`src/hw/recip_table.mem`:
```
FFFFFFFF
80000000
55555556
40000000
33333334
2AAAAAAB
24924925
20000000
1C71C71D
1999999A
1745D175
15555556
13B13B14
12492493
11111112
10000000
0F0F0F10
0E38E38F
0D79435F
0CCCCCCD
0C30C30D
0BA2E8BB
0B21642D
0AAAAAAB
0A3D70A4
09D89D8A
097B425F
0924924A
08D3DCB1
08888889
08421085
08000000

```
`src/hw/ucs_pkg.sv`:
```
// Shared widths, buffer depth, APB register map and types for the unsat-clause selector
package ucs_pkg;

    // Buffer geometry, sized so that a full count of 32 still fits the count width
    localparam int BUF_DEPTH = 32;
    localparam int SLOT_W = 5;
    localparam int COUNT_W = 6;

    // Payload widths
    localparam int CLAUSE_W = 12;
    localparam int RAND_W = 16;
    localparam int RECIP_W = 32;
    localparam int APB_ADDR_W = 8;
    localparam int APB_DATA_W = 32;

    // Cycles from a selection request to a slot index at the mapper output
    localparam int MAP_LATENCY = 3;

    // Reciprocal table image, relative to the project root
    localparam string RECIP_FILE = "/design/src/hw/recip_table.mem";

    typedef logic [CLAUSE_W-1:0]   clause_id_t;
    typedef logic [RAND_W-1:0]     rand_t;
    typedef logic [RECIP_W-1:0]    recip_t;
    typedef logic [SLOT_W-1:0]     slot_t;
    typedef logic [COUNT_W-1:0]    count_t;
    typedef logic [APB_ADDR_W-1:0] apb_addr_t;
    typedef logic [APB_DATA_W-1:0] apb_data_t;

    // APB register offsets
    localparam apb_addr_t REG_CTRL = 8'h00;
    localparam apb_addr_t REG_PUSH = 8'h04;
    localparam apb_addr_t REG_SELECT = 8'h08;
    localparam apb_addr_t REG_STATUS = 8'h0C;
    localparam apb_addr_t REG_RESULT = 8'h10;

    // One selection request into the mapper, with the fill count captured at issue
    typedef struct packed {
        rand_t  rnd;
        count_t count;
    } sel_req_t;

endpackage

```
`src/hw/recip_table.sv`:
```
// Reciprocal ROM for the modulo mapper, holding ceil(2^32 / m) for m = 1..32
// Flags a sticky divide-by-zero when a lookup is made with a count of zero
`timescale 1ns/100ps

module recip_table import ucs_pkg::*; (
    input  logic   clk_i,
    input  logic   reset_i,
    input  logic   en_i,
    input  count_t count_i,
    input  logic   clear_div_zero_i,
    output recip_t recip_o,
    output logic   div_zero_o
);

    // Entry i holds the rounded-up fraction 1/(i+1) with all 32 bits fractional
    // Entry 0 would need 2^32, which saturates to all ones in the image
    recip_t rom [BUF_DEPTH];
    slot_t  rom_addr;

    initial begin
        $readmemh(RECIP_FILE, rom);
    end

    // Count m lives at entry m-1, and a zero count falls back to entry 0
    always_comb begin
        if (count_i == '0) begin
            rom_addr = '0;
        end else begin
            rom_addr = slot_t'(count_i - count_t'(1));
        end
    end

    // Registered lookup that returns zero whenever no request is presented
    always_ff @(posedge clk_i) begin
        if (en_i) begin
            recip_o <= rom[rom_addr];
        end else begin
            recip_o <= '0;
        end
    end

    // Sticky flag, where a new zero-count lookup wins over a clear in the same cycle
    always_ff @(posedge clk_i) begin
        if (reset_i) begin
            div_zero_o <= 1'b0;
        end else if (en_i && count_i == '0) begin
            div_zero_o <= 1'b1;
        end else if (clear_div_zero_i) begin
            div_zero_o <= 1'b0;
        end
    end

endmodule

```
`src/hw/unsat_buffer.sv`:
```
// Unsatisfied clause buffer, filled in order by pushes and read back by slot index
`timescale 1ns/100ps

module unsat_buffer import ucs_pkg::*; (
    input  logic       clk_i,
    input  logic       reset_i,
    input  logic       push_i,
    input  clause_id_t push_id_i,
    input  logic       clear_i,
    input  logic       rd_en_i,
    input  slot_t      rd_slot_i,
    output clause_id_t rd_id_o,
    output logic       rd_valid_o,
    output count_t     count_o,
    output logic       full_o
);

    clause_id_t mem [BUF_DEPTH];
    count_t     count_q;
    logic       push_ok;

    assign full_o = (count_q == count_t'(BUF_DEPTH));
    assign count_o = count_q;

    // A push into a full buffer is dropped here
    // The register block has already answered it with an error
    assign push_ok = push_i && !full_o;

    // The next free slot is always the current count
    always_ff @(posedge clk_i) begin
        if (push_ok) begin
            mem[slot_t'(count_q)] <= push_id_i;
        end
    end

    // Fill level, where clear takes priority over a push in the same cycle
    always_ff @(posedge clk_i) begin
        if (reset_i) begin
            count_q <= '0;
        end else if (clear_i) begin
            count_q <= '0;
        end else if (push_ok) begin
            count_q <= count_q + count_t'(1);
        end
    end

    // Registered read port, with the valid bit following the enable by one cycle
    always_ff @(posedge clk_i) begin
        if (rd_en_i) begin
            rd_id_o <= mem[rd_slot_i];
        end
    end

    always_ff @(posedge clk_i) begin
        if (reset_i) begin
            rd_valid_o <= 1'b0;
        end else begin
            rd_valid_o <= rd_en_i;
        end
    end

endmodule

```
`src/hw/index_mapper.sv`:
```
// Three-stage pipeline computing rnd mod count with a reciprocal multiply
// Stage 1 reads the table, stage 2 forms the quotient and stage 3 the remainder
`timescale 1ns/100ps

module index_mapper import ucs_pkg::*; (
    input  logic     clk_i,
    input  logic     reset_i,
    input  logic     start_i,
    input  sel_req_t req_i,
    output logic     recip_en_o,
    output count_t   recip_count_o,
    input  recip_t   recip_i,
    output logic     slot_valid_o,
    output slot_t    slot_o
);

    logic                   s1_valid;
    sel_req_t               s1_req;
    logic                   s2_valid;
    sel_req_t               s2_req;
    rand_t                  s2_quot;
    logic [RAND_W+RECIP_W-1:0] product;
    logic [RAND_W+COUNT_W-1:0] quot_times_count;
    logic [RAND_W+COUNT_W:0]   rem_raw;
    logic [RAND_W+COUNT_W:0]   rem_fix;
    logic [RAND_W+COUNT_W:0]   count_ext;

    // Stage 1 presents the count to the table, whose registered output lines up with s1
    assign recip_en_o = start_i;
    assign recip_count_o = req_i.count;

    always_ff @(posedge clk_i) begin
        if (reset_i) begin
            s1_valid <= 1'b0;
            s2_valid <= 1'b0;
        end else begin
            s1_valid <= start_i;
            s2_valid <= s1_valid;
        end
    end

    // Stage 2 keeps the upper 16 bits of rnd times the 0.32 reciprocal
    assign product = s1_req.rnd * recip_i;

    always_ff @(posedge clk_i) begin
        s1_req <= req_i;
        s2_req <= s1_req;
        s2_quot <= product[RAND_W+RECIP_W-1:RECIP_W];
    end

    // Stage 3 takes the remainder in a signed-wide form
    // The rounded-up reciprocal can overshoot the quotient, which shows as a negative value
    // The saturated entry for a count of one undershoots, which the upper check repairs
    assign quot_times_count = s2_quot * s2_req.count;
    assign count_ext = {{(RAND_W+1){1'b0}}, s2_req.count};
    assign rem_raw = {{(COUNT_W+1){1'b0}}, s2_req.rnd} - {1'b0, quot_times_count};

    always_comb begin
        if (rem_raw[RAND_W+COUNT_W]) begin
            rem_fix = rem_raw + count_ext;
        end else if (rem_raw >= count_ext) begin
            rem_fix = rem_raw - count_ext;
        end else begin
            rem_fix = rem_raw;
        end
    end

    // An empty buffer has no slot to read, so the request dies here
    assign slot_valid_o = s2_valid && (s2_req.count != '0);
    assign slot_o = rem_fix[SLOT_W-1:0];

endmodule

```
`src/hw/apb_regs.sv`:
```
// APB slave register block that issues pushes, clears and selections
// Tracks the selection in flight and holds the last result for readback
`timescale 1ns/100ps

module apb_regs import ucs_pkg::*; (
    input  logic       clk_i,
    input  logic       reset_i,
    input  logic       psel_i,
    input  logic       penable_i,
    input  logic       pwrite_i,
    input  apb_addr_t  paddr_i,
    input  apb_data_t  pwdata_i,
    output apb_data_t  prdata_o,
    output logic       pready_o,
    output logic       pslverr_o,
    input  count_t     count_i,
    input  logic       full_i,
    input  logic       div_zero_i,
    input  clause_id_t rd_id_i,
    input  logic       rd_valid_i,
    input  slot_t      slot_i,
    output logic       push_o,
    output clause_id_t push_id_o,
    output logic       clear_o,
    output logic       clear_div_zero_o,
    output logic       start_o,
    output sel_req_t   req_o
);

    typedef enum logic {
        ST_IDLE,
        ST_WAIT
    } busy_state_t;

    busy_state_t state;
    logic [1:0]  busy_cnt;
    logic        busy;
    logic        access;
    logic        wr;
    logic        hit_ctrl, hit_push, hit_select, hit_status, hit_result;
    logic        unmapped;
    logic        result_valid;
    clause_id_t  result_id;
    slot_t       result_slot;
    slot_t       slot_q;

    // PREADY is tied high, so every access phase completes in one cycle
    assign access = psel_i && penable_i;
    assign wr = access && pwrite_i;
    assign pready_o = 1'b1;
    assign busy = (state == ST_WAIT);

    assign hit_ctrl = (paddr_i == REG_CTRL);
    assign hit_push = (paddr_i == REG_PUSH);
    assign hit_select = (paddr_i == REG_SELECT);
    assign hit_status = (paddr_i == REG_STATUS);
    assign hit_result = (paddr_i == REG_RESULT);
    assign unmapped = !(hit_ctrl || hit_push || hit_select || hit_status || hit_result);

    // Errors are only reported in the access phase
    assign pslverr_o = access && (unmapped || (pwrite_i && hit_push && full_i)
                       || (pwrite_i && hit_select && busy));

    // Side effects fire in the access cycle, and rejected writes have none
    assign push_o = wr && hit_push && !full_i;
    assign push_id_o = pwdata_i[CLAUSE_W-1:0];
    assign clear_o = wr && hit_ctrl && pwdata_i[0];
    assign clear_div_zero_o = wr && hit_ctrl && pwdata_i[1];
    assign start_o = wr && hit_select && !busy;
    assign req_o = '{rnd: pwdata_i[RAND_W-1:0], count: count_i};

    // Read mux, where control registers read back as zero
    always_comb begin
        prdata_o = '0;
        if (access && !pwrite_i) begin
            if (hit_status) begin
                prdata_o = {20'd0, full_i, div_zero_i, result_valid, busy, 2'd0, count_i};
            end else if (hit_result) begin
                prdata_o = {11'd0, result_slot, 4'd0, result_id};
            end
        end
    end

    // Busy covers the mapper latency plus the buffer read
    // The counter starts at MAP_LATENCY and leaves the wait state after it reaches zero
    always_ff @(posedge clk_i) begin
        if (reset_i) begin
            state <= ST_IDLE;
            busy_cnt <= '0;
        end else begin
            case (state)
                ST_IDLE: begin
                    if (start_o) begin
                        state <= ST_WAIT;
                        busy_cnt <= 2'(MAP_LATENCY);
                    end
                end
                ST_WAIT: begin
                    if (busy_cnt == '0) begin
                        state <= ST_IDLE;
                    end else begin
                        busy_cnt <= busy_cnt - 2'd1;
                    end
                end
                default: state <= ST_IDLE;
            endcase
        end
    end

    // The slot leaves the mapper one cycle before the buffer returns its identifier
    always_ff @(posedge clk_i) begin
        slot_q <= slot_i;
        if (rd_valid_i) begin
            result_id <= rd_id_i;
            result_slot <= slot_q;
        end
    end

    // A late read after a buffer clear refers to stale contents and is not reported
    always_ff @(posedge clk_i) begin
        if (reset_i) begin
            result_valid <= 1'b0;
        end else if (start_o || clear_o) begin
            result_valid <= 1'b0;
        end else if (rd_valid_i && count_i != '0) begin
            result_valid <= 1'b1;
        end
    end

endmodule

```
`src/hw/clause_selector_top.sv`:
```
// Unsat-clause selector top level with the APB register block, mapper, table and buffer
`timescale 1ns/100ps

module clause_selector_top import ucs_pkg::*; (
    input  logic      clk_i,
    input  logic      reset_i,
    input  logic      psel_i,
    input  logic      penable_i,
    input  logic      pwrite_i,
    input  apb_addr_t paddr_i,
    input  apb_data_t pwdata_i,
    output apb_data_t prdata_o,
    output logic      pready_o,
    output logic      pslverr_o
);

    logic       push, clear, clear_div_zero, start;
    clause_id_t push_id, rd_id;
    sel_req_t   req;
    logic       recip_en, div_zero, map_valid, rd_valid, full;
    count_t     recip_count, count;
    recip_t     recip;
    slot_t      map_slot;

    apb_regs i_apb_regs (
        .clk_i, .reset_i, .psel_i, .penable_i, .pwrite_i, .paddr_i, .pwdata_i,
        .prdata_o, .pready_o, .pslverr_o,
        .count_i(count), .full_i(full), .div_zero_i(div_zero), .rd_id_i(rd_id),
        .rd_valid_i(rd_valid), .slot_i(map_slot), .push_o(push), .push_id_o(push_id),
        .clear_o(clear), .clear_div_zero_o(clear_div_zero), .start_o(start), .req_o(req)
    );

    index_mapper i_index_mapper (
        .clk_i, .reset_i, .start_i(start), .req_i(req), .recip_en_o(recip_en),
        .recip_count_o(recip_count), .recip_i(recip), .slot_valid_o(map_valid),
        .slot_o(map_slot)
    );

    recip_table i_recip_table (
        .clk_i, .reset_i, .en_i(recip_en), .count_i(recip_count),
        .clear_div_zero_i(clear_div_zero), .recip_o(recip), .div_zero_o(div_zero)
    );

    unsat_buffer i_unsat_buffer (
        .clk_i, .reset_i, .push_i(push), .push_id_i(push_id), .clear_i(clear),
        .rd_en_i(map_valid), .rd_slot_i(map_slot), .rd_id_o(rd_id),
        .rd_valid_o(rd_valid), .count_o(count), .full_o(full)
    );

endmodule

```
`config.mk`:
```
export PLATFORM = sky130hd
export DESIGN_NAME = clause_selector_top
export DESIGN_NICKNAME = d
export VERILOG_FILES = /design/src/hw/ucs_pkg.sv /design/src/hw/recip_table.sv /design/src/hw/unsat_buffer.sv /design/src/hw/index_mapper.sv /design/src/hw/apb_regs.sv /design/src/hw/clause_selector_top.sv
export SDC_FILE = /design/constraint.sdc
export NUM_CORES = 1
export LEC_CHECK = 0
export ABC_AREA = 0
export BUFFER_PORTS_ARGS = -buffer_cell sky130_fd_sc_hd__buf_2
export CORE_ASPECT_RATIO = 1.1
export CORE_MARGIN = 1.5
export CORE_UTILIZATION = 55
export DETAILED_ROUTE_END_ITERATION = 10
export PLACE_DENSITY_LB_ADDON = 0.12
export SLEW_MARGIN = 25
export SYNTH_ARGS = -nofsm -noshare
export SYNTH_HDL_FRONTEND = slang
export SYNTH_HIERARCHICAL = 1
export SYNTH_SLANG_ARGS = --single-unit
```
`constraint.sdc`:
```
create_clock -name clk_i -period 17.4 [get_ports clk_i]
set_input_delay 1.74 -clock clk_i [delete_from_list [all_inputs] [get_ports clk_i]]
set_output_delay 1.74 -clock clk_i [all_outputs]
set_load 0.01 [all_outputs]
```
# Word-level counts from Yosys, hierarchy flattened
# Memory sizes are Yosys's and may differ from the RTL's. A register that Yosys moved wholly into a read port is not among the register bits.
# Cells that the tools add are included.
dict set report op_classes {
  multipliers 2
  reduce_logical 39
  n_mux 15
  n_eq_ne 7
  bitwise_logic 1
  magnitude_cmp 1
  addsub 5
}
# operator n
set ops {}
lappend ops {{16-bit by 32-bit multiplier with 48-bit output} 1}
lappend ops {{21-bit 2-to-1 mux} 2}
lappend ops {{32-bit 2-to-1 mux} 1}
lappend ops {{23-bit by 6-bit greater-or-equal comparator with 1-bit output} 1}
lappend ops {{16-bit by 22-bit subtractor with 23-bit output} 1}
lappend ops {{16-bit by 6-bit multiplier with 22-bit output} 1}
lappend ops {{1-bit logical AND} 19}
lappend ops {{8-bit by 4-bit equality test with 1-bit output (second input constant)} 2}
lappend ops {{6-bit nonzero test} 2}
lappend ops {{5-bit 2-to-1 mux} 2}
lappend ops {{8-bit by 3-bit equality test with 1-bit output (second input constant)} 1}
lappend ops {{8-bit by 5-bit equality test with 1-bit output (second input constant)} 1}
lappend ops {{8-bit zero test} 1}
lappend ops {{1-bit logical OR} 7}
lappend ops {{6-bit by 1-bit adder with 6-bit output (second input constant)} 1}
lappend ops {{6-bit equality test (second input constant)} 1}
lappend ops {{6-bit zero test} 1}
lappend ops {{1-bit 2-to-1 mux} 6}
lappend ops {{5-bit adder} 1}
lappend ops {{5-bit subtractor} 1}
lappend ops {{1-bit zero test} 4}
lappend ops {{2-bit 2-to-1 mux} 2}
lappend ops {{2-bit case mux with 2 select lines} 1}
lappend ops {{2-bit OR reduction} 2}
lappend ops {{other kinds (8)} 8}
dict set report word_totals {
  reg_bits 128
  in_bits 45
  elab_cells 88
  ram_bits 384
  out_inout_bits 34
  memories 1
}
# name depth width rd rd_clocked_by_memory_dff wr line
set mem_list {}
lappend mem_list {i_unsat_buffer.mem 32 12 1 1 1 unsat_buffer.sv:18} ;# clause_id_t mem [BUF_DEPTH];

# Logic depth before layout (Yosys ltp)
dict set report logic_depth {
  ltp_word 9
  depth_mapped 34
  depth_no_buf 29
}

# Cells and area by module
# The synthesis kept the hierarchy.
# module cells_each instances seq_area_each_um2 area_each_um2
set by_module_without_submodules {}
lappend by_module_without_submodules {index_mapper 2303 1 1241.2 20544.7}
lappend by_module_without_submodules {unsat_buffer 910 1 12031.5 15959.1}
lappend by_module_without_submodules {apb_regs 151 1 690.7 1505.2}
lappend by_module_without_submodules {recip_table 38 1 20.0 294.0}

# Worst setup path after synthesis
# No wires, ideal clock.
dict set report synth_path {
  path_type {reg-to-reg}
  startpoint {reg i_index_mapper.s2_req (netlist bit i_index_mapper/count_ext[1])}
  endpoint {reg i_unsat_buffer.rd_id_o[10] (read register of i_unsat_buffer.mem), data pin}
  setup_time_ps 263
  arrival_ps 7299
  path_slack_ps 9838
  period_less_slack_ps 7562
  n_path_buf 6
  t_required_ps 17137
  stages_incl_launch_ff 33
  cell_sequence {dfxtp_1 > clkbuf_1 > clkbuf_1 > nand2_1 > fa_1 > fa_1 > fa_1 > inv_1 > fa_1 > inv_1 > ha_1 > nand3_1 > a21oi_1 > nor3_1 > ha_1 > and3_1 > a2111oi_2 > o211ai_1 > or4_1 > nor4_1 > nand4_1 > nor4_4 > nand4_4 > mux2i_1 > a21oi_1 > buf_6 > buf_12 > buf_12 > buf_6 > mux2i_1 > nand2_1 > a31oi_1 > nand3_1}
}
dict set report synth_via {
  elab_chain_cells 5
}
# element line
set synth_rtl {}
lappend synth_rtl {{start: declaration} index_mapper.sv:20} ;# sel_req_t s2_req;
lappend synth_rtl {{start signal: assignment} index_mapper.sv:47} ;# s2_req <= s1_req;
lappend synth_rtl {{16-bit by 6-bit multiplier with 22-bit output} index_mapper.sv:54} ;# assign quot_times_count = s2_quot * s2_req.count;
lappend synth_rtl {{16-bit by 22-bit subtractor with 23-bit output} index_mapper.sv:56} ;# assign rem_raw = {{(COUNT_W+1){1'b0}}, s2_req.rnd} - {1'b0, quot_times_count};
lappend synth_rtl {{23-bit by 6-bit greater-or-equal comparator with 1-bit output or 5-bit subtractor (tied branches)} {index_mapper.sv:61, index_mapper.sv:62}}
lappend synth_rtl {{5-bit 2-to-1 mux} index_mapper.sv:61} ;# end else if (rem_raw >= count_ext) begin
lappend synth_rtl {{5-bit 2-to-1 mux (*)} index_mapper.sv:59} ;# if (rem_raw[RAND_W+COUNT_W]) begin
lappend synth_rtl {{via map_slot[1]} clause_selector_top.sv:23} ;# slot_t map_slot;
lappend synth_rtl {{end: declaration} unsat_buffer.sv:12} ;# output clause_id_t rd_id_o,
# The timed path passes the listed nets; every way through them passes the cells marked *.
# A chain may end at the register's enable or synchronous reset.

# Final worst setup path
dict set report layout_path {
  startpoint {reg i_index_mapper.s2_req (netlist bit i_index_mapper/count_ext[0])}
  endpoint {reg i_unsat_buffer.rd_id_o[4] (read register of i_unsat_buffer.mem), data pin}
}
# The elaborated chain is that of the path after synthesis.

==> results.sh <==
export IMPL_crit_type="flip-flop to flip-flop"
export IMPL_syn_avg_cell_area_um2=11.3
export IMPL_synth_yosys_warnings=6
export IMPL_fmax_mhz=96.9
export IMPL_period_share=0.593
export IMPL_powerDensity_nw_per_um2=156
export IMPL_cap_violations=0
export IMPL_cpPeakStageDelay_ns=0.85
export IMPL_final_core_util=0.586
export IMPL_cp_required_ns=17.68
export IMPL_grt_max_degree=126
export IMPL_place_port_buffers=46
export IMPL_pwr_share_seq=0.218
export IMPL_nFillCells=5714
export IMPL_drc=0
export IMPL_postCtsSetupRepairBufs=0
export IMPL_hold_class="flip-flop to flip-flop"
export IMPL_synth_edf_count=413
export IMPL_p_sw_mw=2.70
export IMPL_yosysSeqAreaShare=0.365
export IMPL_cts_made_buffers=51
export IMPL_start_kind="flip-flop"
export IMPL_antenna_found_initial=1
export IMPL_async_flop_share=0
export IMPL_dieArea_um2=71200
export IMPL_worstPathMaxFanout=53
export IMPL_nets=4054
export IMPL_ys_seq_elements=492
export IMPL_gp_congestion=0.844
export IMPL_min_period_ns=10.32
export IMPL_hold_buffers=0
export IMPL_tightest_slew_ns=0.958
export IMPL_p_int_mw=3.62
export IMPL_clk_insertion_delay_late_ns=0.61
export IMPL_relSlewSlack=0.354
export IMPL_syn_instance_count=3402
export IMPL_htree_levels=2
export IMPL_cts_resized=0
export IMPL_drv_slew=0
export IMPL_final_hold_worst_slack_ns=0.323
export IMPL_grt_overflow_total=0
export IMPL_swShare=0.427
export IMPL_grt_pass1_wl_um=140000
export IMPL_layout_drive_gt1_share=0.0579
export IMPL_drt_initial_drc_count=1638
export IMPL_grt_pass1_vias=25900
export IMPL_start_util=0.555
export IMPL_wl_per_cell_um=20.3
export IMPL_netlist_cell_type_count=76
export IMPL_pin_count=79
export IMPL_setup_violations=0
export IMPL_num_vias=24000
export IMPL_wirelength_um=87500
export IMPL_insertedDiodeCount=0
export IMPL_die_h_um=280
export IMPL_grtUsageTotal=0.256
export IMPL_rsz0062_at_grt="no"
export IMPL_tns_ns=0
export IMPL_final_hold_violation_count=0
export IMPL_netlist_area_um2=38300
export IMPL_firstDrtPassIters=5
export IMPL_rows=101
export IMPL_root_buffer="clkbuf_16"
export IMPL_synthFlopType="edfxtp_1"
export IMPL_dpl_hpwl_um=61300
export IMPL_clock_sinks=492
export IMPL_die_x_um=255
export IMPL_via_per_inst=5.57
export IMPL_areaGrowthSynthToFinish_pct=5.55
export IMPL_cp_common_cell="fa_1"
export IMPL_clockPowerShare=0.170
export IMPL_combPwrFrac=0.612
export IMPL_slowest_stage="dfxtp_1"
export IMPL_ant_nets=0
export IMPL_cp_end_kind="flip-flop"
export IMPL_path_clk_slew_ns=0.05
export IMPL_vdd_drop_max_v=0.000178
export IMPL_cts_tree="built"
export IMPL_p_leak_nw=18.2
export IMPL_status="finished, final reports clean"
export IMPL_clk_path_buf_depth=3
export IMPL_worstPathArrival_ns=10.60
export IMPL_core_area_um2=69000
export IMPL_skew_ns=0.0359
## area by class of cell
cell class	count	area, um2	area share
clock buffer	70	1370	0.0338
multi-input combinational	2172	21000	0.520
clock inverter	23	293	0.00724
timing repair buffer	88	558	0.0138
inverter	541	2030	0.0502
tap	927	1160	0.0287
sequential	492	14000	0.346
## metrics by stage
step	power [mW]	worst slack (ns)	cell area, um2	cells
CTS	5.45	7.06	40400	4313
global placement	4.37	7.11	38700	4220
floorplan	4.26	9.84	38500	3447
global route	6.90	6.65	40400	4313
finish	6.32	7.08	40400	4313
detailed placement	4.37	7.08	38800	4220
## per-layer routing
layer | up-vias | GRT usage | routed length, um
li1 | 10800 | - | -
met1 | 12400 | 0.330 | 35800
met2 | 700 | 0.449 | 44400
met3 | 175 | 0.0294 | 4340
met4 | 2 | 0.0872 | 3010
met5 | - | 0 | 13
## kinds of logic (layout without fill, tap and decap cells)
group                    Yosys count  count (layout)  synth area share
other                              3              48          0.000294
AND/OR/NAND/NOR                  929             929             0.116
XOR/XNOR                          34              34           0.00777
buffers and inverters            783             722            0.0922
adder cells (fa/ha/maj)          663             663             0.312
multiplexers                     203             203            0.0531
AO/OA/AOI/OAI                    295             295            0.0536
flip-flops                       492             492             0.365
## path summary, 6_finish.rpt
| check | start | to | slack (ns) | cells past startpoint |
|---|---|---|---|---|
| min reg2reg | i_index_mapper/s1_req[2]$_DFF_P_ | i_index_mapper/count_ext[2]$_DFF_P_ | 0.32 | 0 |
| max | i_index_mapper/count_ext[0]$_DFF_P_ | i_unsat_buffer/rd_id_o[4]$_DFFE_PP_ | 7.08 | 28 |
| min | i_index_mapper/s1_req[2]$_DFF_P_ | i_index_mapper/count_ext[2]$_DFF_P_ | 0.32 | 0 |
| max reg2reg | i_index_mapper/count_ext[0]$_DFF_P_ | i_unsat_buffer/rd_id_o[4]$_DFFE_PP_ | 7.08 | 28 |
## synthesized netlist by cell type (all sizes together), types with 19 or more instances
| library cell | instances | area (um2) |
|---|---|---|
| clkbuf | 110 | 413 |
| ha | 175 | 2190 |
| nor2 | 77 | 289 |
| nand2 | 477 | 1790 |
| nor2b | 21 | 131 |
| buf | 132 | 1090 |
| a22o | 24 | 210 |
| nand3 | 41 | 205 |
| nor3 | 30 | 161 |
| a22oi | 60 | 450 |
| xnor2 | 19 | 166 |
| inv | 541 | 2030 |
| mux2i | 202 | 2020 |
| dfxtp | 79 | 1580 |
| edfxtp | 413 | 12400 |
| and2 | 197 | 1230 |
| a21o | 42 | 315 |
| nand4 | 23 | 159 |
| fa | 488 | 9770 |
| a21oi | 72 | 360 |
| o21ai | 22 | 110 |
## critical path: cells and delay by family, from the launching register on
kind                       cells  cell delay, ns
and+or+nand+nor               11            3.12
buffers and inverters          3            0.93
DFF                            1            0.85
AOI/OAI and AO/OA              6            1.89
adders and majority gates      6            2.69
muxes                          2            0.47
## state kept, by name, indices dropped and copies added (netlist names), 2 cells and up
| name | count |
|---|---|
| i_apb_regs/result_slot | 5 |
| i_unsat_buffer/mem | 384 |
| i_apb_regs/busy_cnt | 2 |
| i_index_mapper/s2_quot | 16 |
| i_apb_regs/slot_q | 5 |
| i_unsat_buffer/rd_id_o | 12 |
| i_index_mapper/s2_req | 16 |
| i_index_mapper/count_ext | 6 |
| i_unsat_buffer/count_o | 6 |
| i_apb_regs/result_id | 12 |
| i_index_mapper/s1_req | 22 |
## cell usage in the layout (no fill, tap or decap), drive strengths merged, types with 4 or more instances in the layout
master,count
inv,542
fa,488
nand2,477
edfxtp,413
mux2i,202
and2,197
ha,175
buf,88
dfxtp,79
nor2,77
a21oi,72
clkbuf,70
a22oi,60
conb,48
a21o,42
nand3,41
nor3,30
a22o,24
nand4,23
o21ai,22
nor2b,21
xnor2,19
and3,18
clkinv,16
xor2,15
a31oi,14
a211oi,9
nand2b,9
o211ai,8
o21bai,7
nor4,7
or3,6
bufinv,5
or2,5
a2111oi,5
o31ai,4
or4,4
## power by group through the flow
stage	sequential (mW)	clock [mW]	combinational [mW]
after floorplan	1.38	0	2.88
after global placement	1.40	0	2.97
after detailed placement	1.40	0	2.97
after CTS	1.37	1.10	2.98
after global routing	1.38	1.14	4.38
final	1.38	1.08	3.87
(Power assumes the default switching activity.)
